--- src/hw/bridge_settings.svh ---
`ifndef BRIDGE_SETTINGS_SVH
`define BRIDGE_SETTINGS_SVH

// sram windows, byte addresses
`define BASE_RAM_START    32'h8000_0000  // base sram, shared with fetch
`define EXT_RAM_START     32'h8040_0000  // ext sram, load/store only
`define RAM_SPAN_BITS     22             // 4 MB per window

// word address width of one sram chip
`define SRAM_ADDR_W       20

// serial port registers
`define UART_DATA_ADDR    32'hBFD0_03F8  // rx byte on read, tx byte on write
`define UART_STAT_ADDR    32'hBFD0_03FC  // read only

// status word layout
`define STAT_TX_READY_BIT 0              // transmitter idle
`define STAT_RX_AVAIL_BIT 1              // received byte waiting

`endif

--- src/hw/bridge_pkg.sv ---
`default_nettype none

`include "bridge_settings.svh"

package bridge_pkg;

    // one load/store request, held by the master until lsu_resp_o
    typedef struct packed {
        logic        valid;  // request present
        logic        we;     // 1 = write, 0 = read
        logic [31:0] addr;   // byte address
        logic [31:0] wdata;
        logic [3:0]  be_n;   // byte enables, active low
    } lsu_req_t;

    // pins of one asynchronous sram, data split into two directions
    typedef struct packed {
        logic [`SRAM_ADDR_W-1:0] addr;  // word address
        logic [31:0]             wdata;
        logic [3:0]              be_n;
        logic                    ce_n;  // chip select
        logic                    oe_n;  // output enable for reads
        logic                    we_n;  // write strobe, sampled on the rising edge
    } sram_bus_t;

endpackage

`default_nettype wire

--- src/hw/map_pkg.sv ---
`default_nettype none

`include "bridge_settings.svh"

package map_pkg;

    typedef enum logic [2:0] {
        REGION_NONE,       // unmapped, reads 0
        REGION_BASE,
        REGION_EXT,
        REGION_UART_DATA,
        REGION_UART_STAT
    } region_t;

    // byte address -> target, uart registers matched per word
    function automatic region_t decode_region(input logic [31:0] addr);
        region_t region;
        region = REGION_NONE;
        if ((addr >> `RAM_SPAN_BITS) == (`BASE_RAM_START >> `RAM_SPAN_BITS)) begin
            region = REGION_BASE;
        end else if ((addr >> `RAM_SPAN_BITS) == (`EXT_RAM_START >> `RAM_SPAN_BITS)) begin
            region = REGION_EXT;
        end else if ((addr >> 2) == (`UART_DATA_ADDR >> 2)) begin
            region = REGION_UART_DATA;
        end else if ((addr >> 2) == (`UART_STAT_ADDR >> 2)) begin
            region = REGION_UART_STAT;
        end
        return region;
    endfunction

endpackage

`default_nettype wire

--- src/hw/uart_buffer.sv ---
`timescale 1ns/10ps
`default_nettype none

module uart_buffer (
    input  wire logic       clk_i,
    input  wire logic       rst_i,

    // from the arbiter
    input  wire logic       uart_wr_i,     // accepted data write
    input  wire logic       uart_rd_i,     // accepted data read
    input  wire logic [7:0] uart_wdata_i,

    // byte level receiver strobes
    input  wire logic       uart_rx_ready_i,  // one cycle per byte
    input  wire logic [7:0] uart_rx_data_i,

    // back to the arbiter
    output logic      [7:0] rx_byte_o,
    output logic            rx_avail_o,

    // byte level transmitter
    output logic      [7:0] uart_tx_data_o,
    output logic            uart_tx_start_o
);

    logic [7:0] rx_buf;
    logic       rx_avail;
    logic [7:0] tx_buf;
    logic       tx_start;

    // received byte, a new arrival overwrites
    always_ff @(posedge clk_i) begin
        if (uart_rx_ready_i) begin
            rx_buf <= uart_rx_data_i;
        end
    end

    // available flag
    // set by the receiver, cleared by a data read
    // new byte in the same cycle as a read keeps it set
    always_ff @(posedge clk_i) begin
        if (rst_i) begin
            rx_avail <= 1'b0;
        end else if (uart_rx_ready_i) begin
            rx_avail <= 1'b1;
        end else if (uart_rd_i) begin
            rx_avail <= 1'b0;  // byte consumed
        end
    end

    // transmit byte, latched on the accepted write
    always_ff @(posedge clk_i) begin
        if (uart_wr_i) begin
            tx_buf <= uart_wdata_i;
        end
    end

    // start strobe, high for the cycle after the write
    always_ff @(posedge clk_i) begin
        if (rst_i) begin
            tx_start <= 1'b0;
        end else begin
            tx_start <= uart_wr_i;
        end
    end

    assign rx_byte_o       = rx_buf;
    assign rx_avail_o      = rx_avail;
    assign uart_tx_data_o  = tx_buf;
    assign uart_tx_start_o = tx_start;

endmodule

`default_nettype wire

--- src/hw/bus_arbiter.sv ---
`timescale 1ns/10ps
`default_nettype none

`include "bridge_settings.svh"

module bus_arbiter
    import bridge_pkg::*;
    import map_pkg::*;
(
    // fetch port, reads base sram only
    input  wire logic        fetch_req_i,
    input  wire logic [31:0] fetch_addr_i,
    output logic      [31:0] fetch_rdata_o,
    output logic             fetch_resp_o,

    // load/store port
    input  wire lsu_req_t    lsu_req_i,
    output logic      [31:0] lsu_rdata_o,
    output logic             lsu_resp_o,

    // sram pins
    output sram_bus_t        base_sram_o,
    input  wire logic [31:0] base_sram_rdata_i,
    output sram_bus_t        ext_sram_o,
    input  wire logic [31:0] ext_sram_rdata_i,

    // serial buffer side
    input  wire logic [7:0]  rx_byte_i,
    input  wire logic        rx_avail_i,
    input  wire logic        tx_ready_i,
    output logic             uart_wr_o,    // accepted data write
    output logic             uart_rd_o,    // accepted data read
    output logic      [7:0]  uart_wdata_o
);

    region_t     lsu_region;
    logic        lsu_base;    // load/store owns base sram this cycle
    logic        lsu_ext;
    logic        lsu_udata;
    logic        fetch_sel;   // fetch gets base sram
    logic        tx_stall;    // data write while transmitter busy
    logic [31:0] stat_word;

    // one sram pin bundle from a selected access
    function automatic sram_bus_t make_bus(
        input logic        sel,
        input logic        wr,
        input logic [31:0] byte_addr,
        input logic [31:0] wdata,
        input logic [3:0]  be_n
    );
        sram_bus_t bus;
        bus.addr  = byte_addr[`SRAM_ADDR_W+1:2];  // drop byte offset
        bus.wdata = wdata;
        bus.be_n  = be_n;
        bus.ce_n  = ~sel;
        bus.oe_n  = ~(sel & ~wr);
        bus.we_n  = ~(sel & wr);
        return bus;
    endfunction

    assign lsu_region = decode_region(lsu_req_i.addr);

    assign lsu_base  = lsu_req_i.valid && (lsu_region == REGION_BASE);
    assign lsu_ext   = lsu_req_i.valid && (lsu_region == REGION_EXT);
    assign lsu_udata = lsu_req_i.valid && (lsu_region == REGION_UART_DATA);

    // load/store wins the base sram, fetch waits on its response
    assign fetch_sel    = fetch_req_i & ~lsu_base;
    assign fetch_resp_o = fetch_sel;

    assign base_sram_o = make_bus(
        lsu_base | fetch_sel,
        lsu_base & lsu_req_i.we,
        lsu_base ? lsu_req_i.addr : fetch_addr_i,
        lsu_req_i.wdata,
        lsu_base ? lsu_req_i.be_n : 4'b0000     // fetch reads whole words
    );

    assign ext_sram_o = make_bus(
        lsu_ext,
        lsu_req_i.we,
        lsu_req_i.addr,
        lsu_req_i.wdata,
        lsu_req_i.be_n
    );

    assign fetch_rdata_o = base_sram_rdata_i;  // async sram, same cycle

    // status register, everything else reads 0
    always_comb begin
        stat_word                     = '0;
        stat_word[`STAT_TX_READY_BIT] = tx_ready_i;
        stat_word[`STAT_RX_AVAIL_BIT] = rx_avail_i;
    end

    always_comb begin
        case (lsu_region)
            REGION_BASE:      lsu_rdata_o = base_sram_rdata_i;
            REGION_EXT:       lsu_rdata_o = ext_sram_rdata_i;
            REGION_UART_DATA: lsu_rdata_o = {24'h0, rx_byte_i};  // zero extended
            REGION_UART_STAT: lsu_rdata_o = stat_word;
            default:          lsu_rdata_o = '0;                  // unmapped
        endcase
    end

    // only back-pressure: data write with tx busy
    assign tx_stall   = lsu_udata & lsu_req_i.we & ~tx_ready_i;
    assign lsu_resp_o = ~tx_stall;

    assign uart_wr_o    = lsu_udata & lsu_req_i.we & tx_ready_i;
    assign uart_rd_o    = lsu_udata & ~lsu_req_i.we;  // reads never stall
    assign uart_wdata_o = lsu_req_i.wdata[7:0];       // low byte only

endmodule

`default_nettype wire

--- src/hw/mem_bridge_top.sv ---
`timescale 1ns/10ps
`default_nettype none

module mem_bridge_top
    import bridge_pkg::*;
(
    input  wire logic        clk_i,
    input  wire logic        rst_i,

    // fetch master
    input  wire logic        fetch_req_i,
    input  wire logic [31:0] fetch_addr_i,
    output logic      [31:0] fetch_rdata_o,
    output logic             fetch_resp_o,

    // load/store master
    input  wire lsu_req_t    lsu_req_i,
    output logic      [31:0] lsu_rdata_o,
    output logic             lsu_resp_o,

    // srams
    output sram_bus_t        base_sram_o,
    input  wire logic [31:0] base_sram_rdata_i,
    output sram_bus_t        ext_sram_o,
    input  wire logic [31:0] ext_sram_rdata_i,

    // serial port, byte level
    input  wire logic        uart_rx_ready_i,
    input  wire logic [7:0]  uart_rx_data_i,
    input  wire logic        uart_tx_busy_i,
    output logic      [7:0]  uart_tx_data_o,
    output logic             uart_tx_start_o
);

    logic       uart_wr;     // arbiter -> buffer
    logic       uart_rd;
    logic [7:0] uart_wdata;
    logic [7:0] rx_byte;     // buffer -> arbiter
    logic       rx_avail;

    bus_arbiter u_arbiter (
        .fetch_req_i       (fetch_req_i),
        .fetch_addr_i      (fetch_addr_i),
        .fetch_rdata_o     (fetch_rdata_o),
        .fetch_resp_o      (fetch_resp_o),
        .lsu_req_i         (lsu_req_i),
        .lsu_rdata_o       (lsu_rdata_o),
        .lsu_resp_o        (lsu_resp_o),
        .base_sram_o       (base_sram_o),
        .base_sram_rdata_i (base_sram_rdata_i),
        .ext_sram_o        (ext_sram_o),
        .ext_sram_rdata_i  (ext_sram_rdata_i),
        .rx_byte_i         (rx_byte),
        .rx_avail_i        (rx_avail),
        .tx_ready_i        (~uart_tx_busy_i),  // ready = not busy
        .uart_wr_o         (uart_wr),
        .uart_rd_o         (uart_rd),
        .uart_wdata_o      (uart_wdata)
    );

    uart_buffer u_uart (
        .clk_i           (clk_i),
        .rst_i           (rst_i),
        .uart_wr_i       (uart_wr),
        .uart_rd_i       (uart_rd),
        .uart_wdata_i    (uart_wdata),
        .uart_rx_ready_i (uart_rx_ready_i),
        .uart_rx_data_i  (uart_rx_data_i),
        .rx_byte_o       (rx_byte),
        .rx_avail_o      (rx_avail),
        .uart_tx_data_o  (uart_tx_data_o),
        .uart_tx_start_o (uart_tx_start_o)
    );

endmodule

`default_nettype wire

--- config.mk ---
export PLATFORM = sky130hd
export DESIGN_NAME = mem_bridge_top
export DESIGN_NICKNAME = d
export VERILOG_FILES = /design/src/hw/bridge_pkg.sv /design/src/hw/map_pkg.sv /design/src/hw/uart_buffer.sv /design/src/hw/bus_arbiter.sv /design/src/hw/mem_bridge_top.sv
export VERILOG_INCLUDE_DIRS = /design/src /design/src/hw
export SDC_FILE = /design/constraint.sdc
export NUM_CORES = 1
export LEC_CHECK = 0
export BUFFER_PORTS_ARGS = -buffer_cell sky130_fd_sc_hd__buf_2
export CAP_MARGIN = 20
export CORE_AREA = 4 4 143 145
export CTS_BUF_LIST = sky130_fd_sc_hd__clkbuf_8
export DETAILED_ROUTE_END_ITERATION = 7
export DIE_AREA = 0 0 147 149
export SLEW_MARGIN = 10
export SYNTH_ARGS = -nofsm -noshare
export SYNTH_HDL_FRONTEND = slang
export SYNTH_SLANG_ARGS = --single-unit
--- constraint.sdc ---
create_clock -name clk_i -period 2.45 [get_ports clk_i]
set_input_delay 0.49 -clock clk_i [delete_from_list [all_inputs] [get_ports clk_i]]
set_output_delay 0.49 -clock clk_i [all_outputs]
set_load 0.05 [all_outputs]
==> results of run 1 <==
worst min path at each step:
stage	end	cells after the start	start	slack, ps
after floorplan	u_uart.rx_avail_o$_SDFFE_PP0P_	3	u_uart.rx_avail_o$_SDFFE_PP0P_	550
after global placement	u_uart.rx_avail_o$_SDFFE_PP0P_	3	u_uart.rx_avail_o$_SDFFE_PP0P_	560
after detailed placement	u_uart.rx_avail_o$_SDFFE_PP0P_	3	u_uart.rx_avail_o$_SDFFE_PP0P_	600
after CTS	u_uart.rx_byte_o[6]$_DFFE_PP_	1	uart_rx_data_i[6]	400
after global routing	u_uart.rx_byte_o[2]$_DFFE_PP_	1	uart_rx_data_i[2]	400
final	u_uart.rx_byte_o[2]$_DFFE_PP_	1	uart_rx_data_i[2]	410
kinds of logic after synthesis:
logic type,Yosys count,synth area share (%)
compound gates,9,3.42
buf+inv,139,39.4
simple gates,63,13.5
mux,54,22.7
flops,18,20.9
power breakdown:
| part | internal [W] | switching, W |
|---|---|---|
| Combinational | 0.000223 | 0.000464 |
| Clock | 0.000143 | 0.0000996 |
| Sequential | 0.000347 | 0.00000393 |
| Total | 0.000712 | 0.000567 |
what timing repair did:
item,CTS,global route
gates resized for setup,32,8
buffers inserted,1,1
pin swaps,5,5
setup endpoints to repair,17,57
hold buffers,0,0
critical path, cell delays in order:
cell	delay (ps)
buf_8	100
nor4b_4	280
nand4_1	110
or3_4	450
or4_4	500
buf_8	170
through the flow:
stage                     setup TNS [ps]  instance area, um2  setup slack, ps  instances  util [%]
after detailed placement           -4860                3780             -467        732      19.7
final                               -581                4010             -143        737      20.9
after CTS                           -927                3960             -214        736      20.6
after floorplan                    -3930                2660             -130        283         -
after global routing               -1410                4010             -220        737      20.9
after global placement             -5020                3780             -482        732      19.7
cell usage after synthesis, drive strengths merged:
cell,instances
and2,5
and3,1
and4,2
buf,127
clkbuf,4
dfxtp,2
edfxtp,16
inv,8
mux2,20
mux2i,34
nand2,2
nand3,2
nand4,5
nand4b,1
nor2,31
nor2b,3
nor3,2
nor4,1
nor4b,4
o21a,1
o32ai,8
or3,2
or4,1
or4b,1
routing by layer:
layer  vias to the layer above  track usage [%]  share of wire (%)  wire length [um]
met1                      1121             8.81                 35              3620
met2                       187             16.7                 53              5510
li1                       1227                -                  -                 -
met3                        23             1.64                9.1               947
met5                         -                0                  0                 0
met4                         0             2.56                2.6               274
registers in the layout (all words and copies together), names as in the netlist:
name                    cells
u_uart.rx_byte_o            8
u_uart.uart_tx_data_o       8
u_uart.rx_avail_o           1
u_uart.uart_tx_start_o      1
cell type report:
type	count	area, um2	share of cell area, %
inverters	8	30.0	0.749
repair buffers	316	1850	46.1
clock buffers	4	55.1	1.37
flip-flops and latches	18	520	13.0
well taps	265	332	8.27
multi-input cells	126	1220	30.5
==> out/metrics.yaml, run 1 <==
timing:
  hold_viol: 0
  rsz0062_at_grt: "true"
  timing.hold.ws_ps: 407
  period_share_pct: 106
  setup_viol: 9
  finalCriticalPeriod_ps: 2590
  finClkSkew_ps: 0
  relSlewSlack_pct: 73.1
  fin_ws_ps: -143
  maxSlewViolCount: 0
  worst_pin_slew_ps: 392
  max_freq_ghz: 0.386
placement:
  port_buffers: 285
  gp_congestion: 0.685
  detailedPlacementHpwl_um: 9210
detailed_routing:
  route.detailed.wl_per_inst_um: 14.0
  first_pass_iters: 3
  finalWirelength_um: 10400
  drtIter0Drc: 71
  post-route-drc-count: 0
  ant_nets: 0
  post_drt_via_cell_ratio: 3.47
  num_vias: 2558
logic_synthesis:
  synth_top_area_share_pct: 36.5
  syn_area_um2: 2490
  syn_inst: 283
  synth_top_area_cell: "buf_4"
  syn_area_per_cell_um2: 8.78
  yosysSeqAreaShare_pct: 20.9
  synth.area.top_cells: "buf_4 37%, edfxtp_1 19%, mux2i_1 14%, mux2_2 9.1%, nor2_1 4.7%"
  syn_nets: 462
  synth-seq-cells: 18
  synth.distinct_cells: 28
  ys_warn_count: 0
global_routing:
  antenna_found_initial: 0
  grt_usage_pct: 8.39
  grt_first_pass_wirelength_um: 14400
  grt_max_degree: 36
  grt_pass1_vias: 2636
  gr-total-overflow: 0
status:
  violations: "negative setup slack"
  status: "finished, violations left"
min_path:
  hold_path_class: "in -> reg"
worst_setup_path:
  cp-startpoint: "lsu_req_i[57]"
  startpoint_type: "input port"
  r2r-end: "u_uart.rx_avail_o$_SDFFE_PP0P_"
  r2r_start: "u_uart.rx_avail_o$_SDFFE_PP0P_"
  rr_worst_depth: 3
  critical_path_class: "in -> out"
  cp.required_ps: 1960
  crit_path_end: "lsu_resp_o"
  ff2ff_setup_slack_ps: 1780
  critPathMaxFanout: 3
  arrival_ps: 2100
  end_kind: "output pin"
clocking:
  cts_made_buffers: 3
  cts_tree: "done"
  clock-root-buffer: "clkbuf_8"
  worstSkewPairLatency_ps: 250
  cts.sinks: 18
  htree_levels: 1
  cts.clk_slew.worst_paths_ps: 70
  clock_path_buffers: 2
power_and_ir_drop:
  leakagePower_nw: 2.06
  ir_drop_mv: 0.175
  power_w: 0.00128
  p_per_area_nw_per_um2: 319
floorplan:
  core-area_um2: 19200
  dieArea_um2: 21900
  dieWidth_um: 147
  row_count: 51
  die_h_um: 149
  pin_count: 372
  start_util_pct: 12.9
layout:
  drive_gt1_share_pct: 77.1
  fill_cells: 2082
  layout_common_cells: "264 x buf_2, 34 x mux2i_1, 33 x buf_4"
  num-nets-final: 652
  final_common_cell: "buf_2"
  antenna_cells: 0
  syn_to_final_growth_pct: 61.3
job:
  drv_cap: 0
(Power assumes the default switching activity.)
==> run 2, diff against run 1 <==
Settings changed: ABC_CLOCK_PERIOD_IN_PS from default to 2900.
Clock period 2.45 ns to 2.9 ns, I/O delays scaled along.
==> run 2 against run 1 <==
  * Utilization fell by 1.9 points
  * Clock power fell by 29%
  * Clock skew did not move
  * Total power fell by 21%
  * Critical path depth rose by 1
  * Global-route usage rose by 0.092 points
  * The flow now finishes without violations
  * Highest routed layer unchanged
  * Sequential share of layout area rose by 1.3 points
  * Via count fell by 2.0%
  * Design area fell by 8.9%
  * Largest power group unchanged
  * First-iteration DRC count rose by 31%
  * Count of clock-buffer cells in the layout fell by 1
==> out/metrics.yaml, run 2 (synthesis gave the netlist of run 1 again) <==
status:
  status: "finished clean"
floorplan:
  die_h_um: 149
  start_util_pct: 12.9
  core-area_um2: 19200
  pin_count: 372
  dieArea_um2: 21900
  dieWidth_um: 147
  row_count: 51
global_routing:
  grt_max_degree: 35
  grt_first_pass_wirelength_um: 14800
  grt_pass1_vias: 2562
  gr-total-overflow: 0
  antenna_found_initial: 0
  grt_usage_pct: 8.48
placement:
  port_buffers: 285
  dp.cells: 722
  place_ws_ps: -175
  gp_congestion: 0.834
  detailedPlacementHpwl_um: 8970
power_and_ir_drop:
  p_per_area_nw_per_um2: 278
  ir_drop_mv: 0.368
  leakagePower_nw: 1.95
  power_w: 0.00101
clocking:
  clock-root-buffer: "clkbuf_8"
  htree_levels: 1
  cts_post_setup_buffers_inserted: 0
  worstSkewPairLatency_ps: 250
  cts_tree: "done"
  cts.clk_slew.worst_paths_ps: 70
  holdBufCountCts: 0
  clock_path_buffers: 2
  cts_made_buffers: 3
  cts.sinks: 18
detailed_routing:
  post-route-drc-count: 0
  first_pass_iters: 4
  post_drt_via_cell_ratio: 3.45
  route.detailed.wl_per_inst_um: 14.2
  num_vias: 2506
  ant_nets: 0
  drtIter0Drc: 93
  finalWirelength_um: 10300
worst_setup_path:
  critPathMaxFanout: 9
  cp.required_ps: 2320
  critical_path_class: "in -> out"
  rr_worst_depth: 3
  arrival_ps: 2260
  end_kind: "output pin"
  startpoint_type: "input port"
layout:
  num-nets-final: 641
  syn_to_final_growth_pct: 46.9
  drive_gt1_share_pct: 73.8
  final_common_cell: "buf_2"
  stdcell_count: 726
  antenna_cells: 0
  layout_common_cells: "275 x buf_2, 34 x mux2i_1, 30 x nor2_1"
job:
  drv_cap: 0
timing:
  max_freq_ghz: 0.352
  relSlewSlack_pct: 75.6
  worst_pin_slew_ps: 363
  timing.hold.ws_ps: 501
  setup_viol: 0
  period_share_pct: 98.1
  finClkSkew_ps: 0
  fin_ws_ps: 55.7
  maxSlewViolCount: 0
  hold_viol: 0
  finalCriticalPeriod_ps: 2840
min_path:
  hold_path_class: "in -> reg"
  hold_path_depth: 1
[run 2: path summary, 6_finish.rpt]
kind | from | to | slack (ps)
setup / recovery | lsu_req_i[47] | lsu_rdata_o[5] | 60
hold / removal | uart_rx_data_i[6] | u_uart.rx_byte_o[6]$_DFFE_PP_ | 500
setup reg to reg | u_uart.rx_avail_o$_SDFFE_PP0P_ | u_uart.rx_avail_o$_SDFFE_PP0P_ | 2260
hold reg to reg | u_uart.rx_avail_o$_SDFFE_PP0P_ | u_uart.rx_avail_o$_SDFFE_PP0P_ | 580
[run 2: where the power goes]
part | internal, W | switching [W] | leakage, nW
sequential | 0.000293 | 0.00000252 | 0.167
clock | 0.0000939 | 0.0000779 | 0.0269
combinational | 0.000170 | 0.000377 | 1.76
[run 2: layout make-up]
| class | count | area (um2) |
|---|---|---|
| fillers | 2135 | 15600 |
| repair buffers | 305 | 1660 |
| multi-input cells | 126 | 1060 |
| flip-flops and latches | 18 | 520 |
| well taps | 265 | 332 |
| clock buffers | 3 | 41.3 |
| inverters | 8 | 30.0 |
| clock inverters | 1 | 3.75 |
[run 2: what timing repair did]
action	4_1_cts	5_1_grt
hold endpoints to repair	0	0
pin swaps	0	1
gates resized for setup	11	13
cloned	0	0
endpoints found under the setup margin	9	9
[run 2: critical path, stage by stage]
cell and delay, ps:
buf_2 130, nor4b_2 310, nand4_1 160, or3_4 390, buf_6 170, o32ai_1 270
buf_4 260
[run 2: metal layers]
layer	GRT usage [%]	vias up	part of all wire, %
li1	-	1212	-
met1	10.6	1110	40
met2	14.8	151	49
met3	1.64	33	8.6
met4	2.80	0	2.8
met5	0	-	0
[run 2: per-stage QoR]
stage / TNS [ps] / utilization [%] / area, um2
2_1_floorplan: -2720 / - / 2490
3_3_place_gp: -1030 / 18.2 / 3500
3_5_place_dp: -1140 / 18.2 / 3500
4_1_cts: -1.05 / 18.7 / 3600
5_1_grt: -22.6 / 19.0 / 3650
6_report: 0 / 19.0 / 3650
==> run 3, diff against run 2 <==
Settings changed: ABC_AREA from default to 1, CORE_AREA 4 4 143 145 to 2 2 146 148, DIE_AREA 0 0 147 149 to 0 0 148 150.
==> run 3 against run 2 <==
  * Sequential share of layout area increased by 0.62 points
  * Highest routed layer unchanged
  * Synthesized area is 1.4% higher
  * Fmax grew 5.6%
  * Combinational power decreased by 10%
  * Critical path depth is 4 higher
  * Critical path type unchanged
  * Synthesized cell count increased by 27%
  * Total power fell by 2.4%
  * Design area decreased by 4.1%
  * Sequential power barely moved
  * Cell count grew 10%
  * Critical endpoint is now lsu_rdata_o[7]
==> out/metrics.yaml, run 3 <==
placement:
  gp_congestion: 0.752
  post_dp_cell_area_um2: 3440
  port_buffers: 285
  detailedPlacementHpwl_um: 8740
worst_setup_path:
  critPathMaxFanout: 30
  rr_worst_depth: 2
  startpoint_type: "input port"
  end_kind: "output pin"
  cp.required_ps: 2320
  critical_path_class: "in -> out"
  arrival_ps: 2110
  ff2ff_setup_slack_ps: 2350
  r2r-end: "u_uart.rx_avail_o$_SDFFE_PP0P_"
  r2r_start: "u_uart.rx_avail_o$_SDFFE_PP0P_"
logic_synthesis:
  ys_top_cells_by_count: "120 x buf_4, 85 x nand2_1, 31 x inv_1"
  synth.distinct_cells: 23
  syn_nets: 538
  synth-seq-cells: 18
  syn_area_um2: 2520
  synthAdderAreaFrac_pct: 0
  syn_inst: 359
  synthFlopType: "edfxtp_1"
  synth.area.top_cells: "buf_4 36%, edfxtp_1 19%, nand2_1 13%, a22o_1 8.3%, inv_1 4.6%"
  yosysSeqAreaShare_pct: 20.6
  synthArstFlopShare_pct: 0
  synth_xor_area_share_pct: 0
  synthMuxAreaShare_pct: 0
  synth_top_area_cell: "buf_4"
  syn_area_per_cell_um2: 7.02
  synth_most_common_cell: "buf_4"
  synth-edff-count: 16
  synth_simple_gate_area_share_pct: 24.5
  ys_warn_count: 0
  synth_top_area_share_pct: 35.7
  synth_top_family_by_area: "buffers and inverters"
  synth_compound_area_share_pct: 11.3
min_path:
  hold_path_depth: 2
  hold_path_class: "reg -> reg"
  worstHoldStart: "u_uart.rx_avail_o$_SDFFE_PP0P_"
  holdPathEnd: "u_uart.rx_avail_o$_SDFFE_PP0P_"
clocking:
  holdBufCountCts: 0
  clock-root-buffer: "clkbuf_8"
  worstSkewPairLatency_ps: 250
  clock_path_buffers: 2
  cts-resized-gates: 0
  cts_tree: "done"
  htree_levels: 1
  cts_post_setup_buffers_inserted: 0
  cts.sinks: 18
  cts_made_buffers: 3
  cts.clk_slew.worst_paths_ps: 70
layout:
  num-nets-final: 706
  final_common_cell: "buf_2"
  layout_common_cells: "282 x buf_2, 85 x nand2_1, 31 x inv_1"
  syn_to_final_growth_pct: 38.9
  drive_gt1_share_pct: 58.9
  fin_area_um2: 3500
  final_util_pct: 16.9
global_routing:
  grt_pass1_vias: 2346
  grt_first_pass_wirelength_um: 13200
  gr-total-overflow: 0
  antenna_found_initial: 1
  grt_max_degree: 31
  grt_usage_pct: 7.72
timing:
  relSlewSlack_pct: 79.8
  setup_viol: 0
  period_share_pct: 92.8
  hold_viol: 0
  finClkSkew_ps: 0
  finalCriticalPeriod_ps: 2690
  finalSetupTns_ps: 0
  maxSlewViolCount: 0
  rsz0062_at_grt: "false"
  worst_pin_slew_ps: 301
  max_freq_ghz: 0.371
detailed_routing:
  finalWirelength_um: 9790
  post-route-drc-count: 0
  ant_nets: 0
  drtIter0Drc: 110
  post_drt_via_cell_ratio: 3.41
  route.detailed.wl_per_inst_um: 12.2
  first_pass_iters: 4
  num_vias: 2738
floorplan:
  row_count: 53
  dieWidth_um: 148
  dieArea_um2: 22200
  core-area_um2: 20700
  start_util_pct: 12.2
  pin_count: 372
  die_h_um: 150
power_and_ir_drop:
  ir_drop_mv: 0.187
  leakagePower_nw: 2.01
  p_per_area_nw_per_um2: 283
status:
  status: "finished clean"
job:
  drv_cap: 0
[run 3: changes by cell type after synthesis, moves of 14 or more]
cell and change:
nand2_1 +83, mux2i_1 -34, a22o_1 +24, nand3_1 +14
o21ai_1 +14, mux2_2 -20, inv_1 +23
[run 3: metrics by stage]
| stage | total power, W | hold slack (ps) | instances | setup slack, ps |
|---|---|---|---|---|
| after floorplan | 0.000848 | 434 | 359 | 235 |
| after global placement | 0.000792 | 456 | 797 | 146 |
| after detailed placement | 0.000794 | 454 | 797 | 79.6 |
| after CTS | 0.00101 | 465 | 801 | 73.6 |
| after global routing | 0.00104 | 486 | 801 | 2.05 |
| final | 0.000989 | 463 | 802 | 208 |
[run 3: how the worst max path moves through the flow]
stage	from	end	slack, ps	depth (start not counted)
detailed placement	lsu_req_i[66]	lsu_rdata_o[29]	80	9
CTS	lsu_req_i[66]	lsu_rdata_o[29]	70	9
floorplan	lsu_req_i[59]	base_sram_o[1]	230	9
global route	lsu_req_i[66]	base_sram_o[1]	2	11
global placement	lsu_req_i[66]	lsu_rdata_o[29]	150	9
finish	lsu_req_i[66]	lsu_rdata_o[7]	210	11
[run 3: worst max-delay path: stages]
cell,delay (ps)
buf_2,110
inv_1,50
nand2_1,160
nor2_4,210
nand2_2,90
buf_4,170
nor2_4,110
buf_12,180
nand2_1,90
nand3_1,80
buf_2,260
[run 3: per-layer routing]
| metal | part of all wire (%) | track usage (%) | vias to the layer above | routed length [um] |
|---|---|---|---|---|
| met4 | 1.8 | 1.71 | 0 | 176 |
| met2 | 46 | 12.7 | 181 | 4470 |
| met1 | 42 | 10.1 | 1175 | 4090 |
| li1 | - | - | 1366 | - |
| met3 | 11 | 2.13 | 16 | 1060 |
| met5 | 0 | 0 | - | 0 |
[run 3: cell families (layout without fill, tap and decap cells)]
family,Yosys count,in the layout
and+or+nand+nor,138,138
buffers and inverters,164,331
AOI/OAI and AO/OA,39,39
other,0,1
DFF,18,18
[run 3: area by class of cell]
cell class                 instances  area (um2)
antenna                            1        2.50
inverter                          34         129
multi-input combinational        177         902
clock buffer                       4        55.1
tap                              275         344
fill                            2397       17200
timing repair buffer             293        1550
sequential                        18         520
[run 3: power by group]
part / leakage [nW] / internal [W] / switching, W
Clock: 0.0288 / 0.000120 / 0.0000829
Combinational: 1.82 / 0.000133 / 0.000357
Sequential: 0.167 / 0.000293 / 0.00000269
Total: 2.01 / 0.000546 / 0.000443
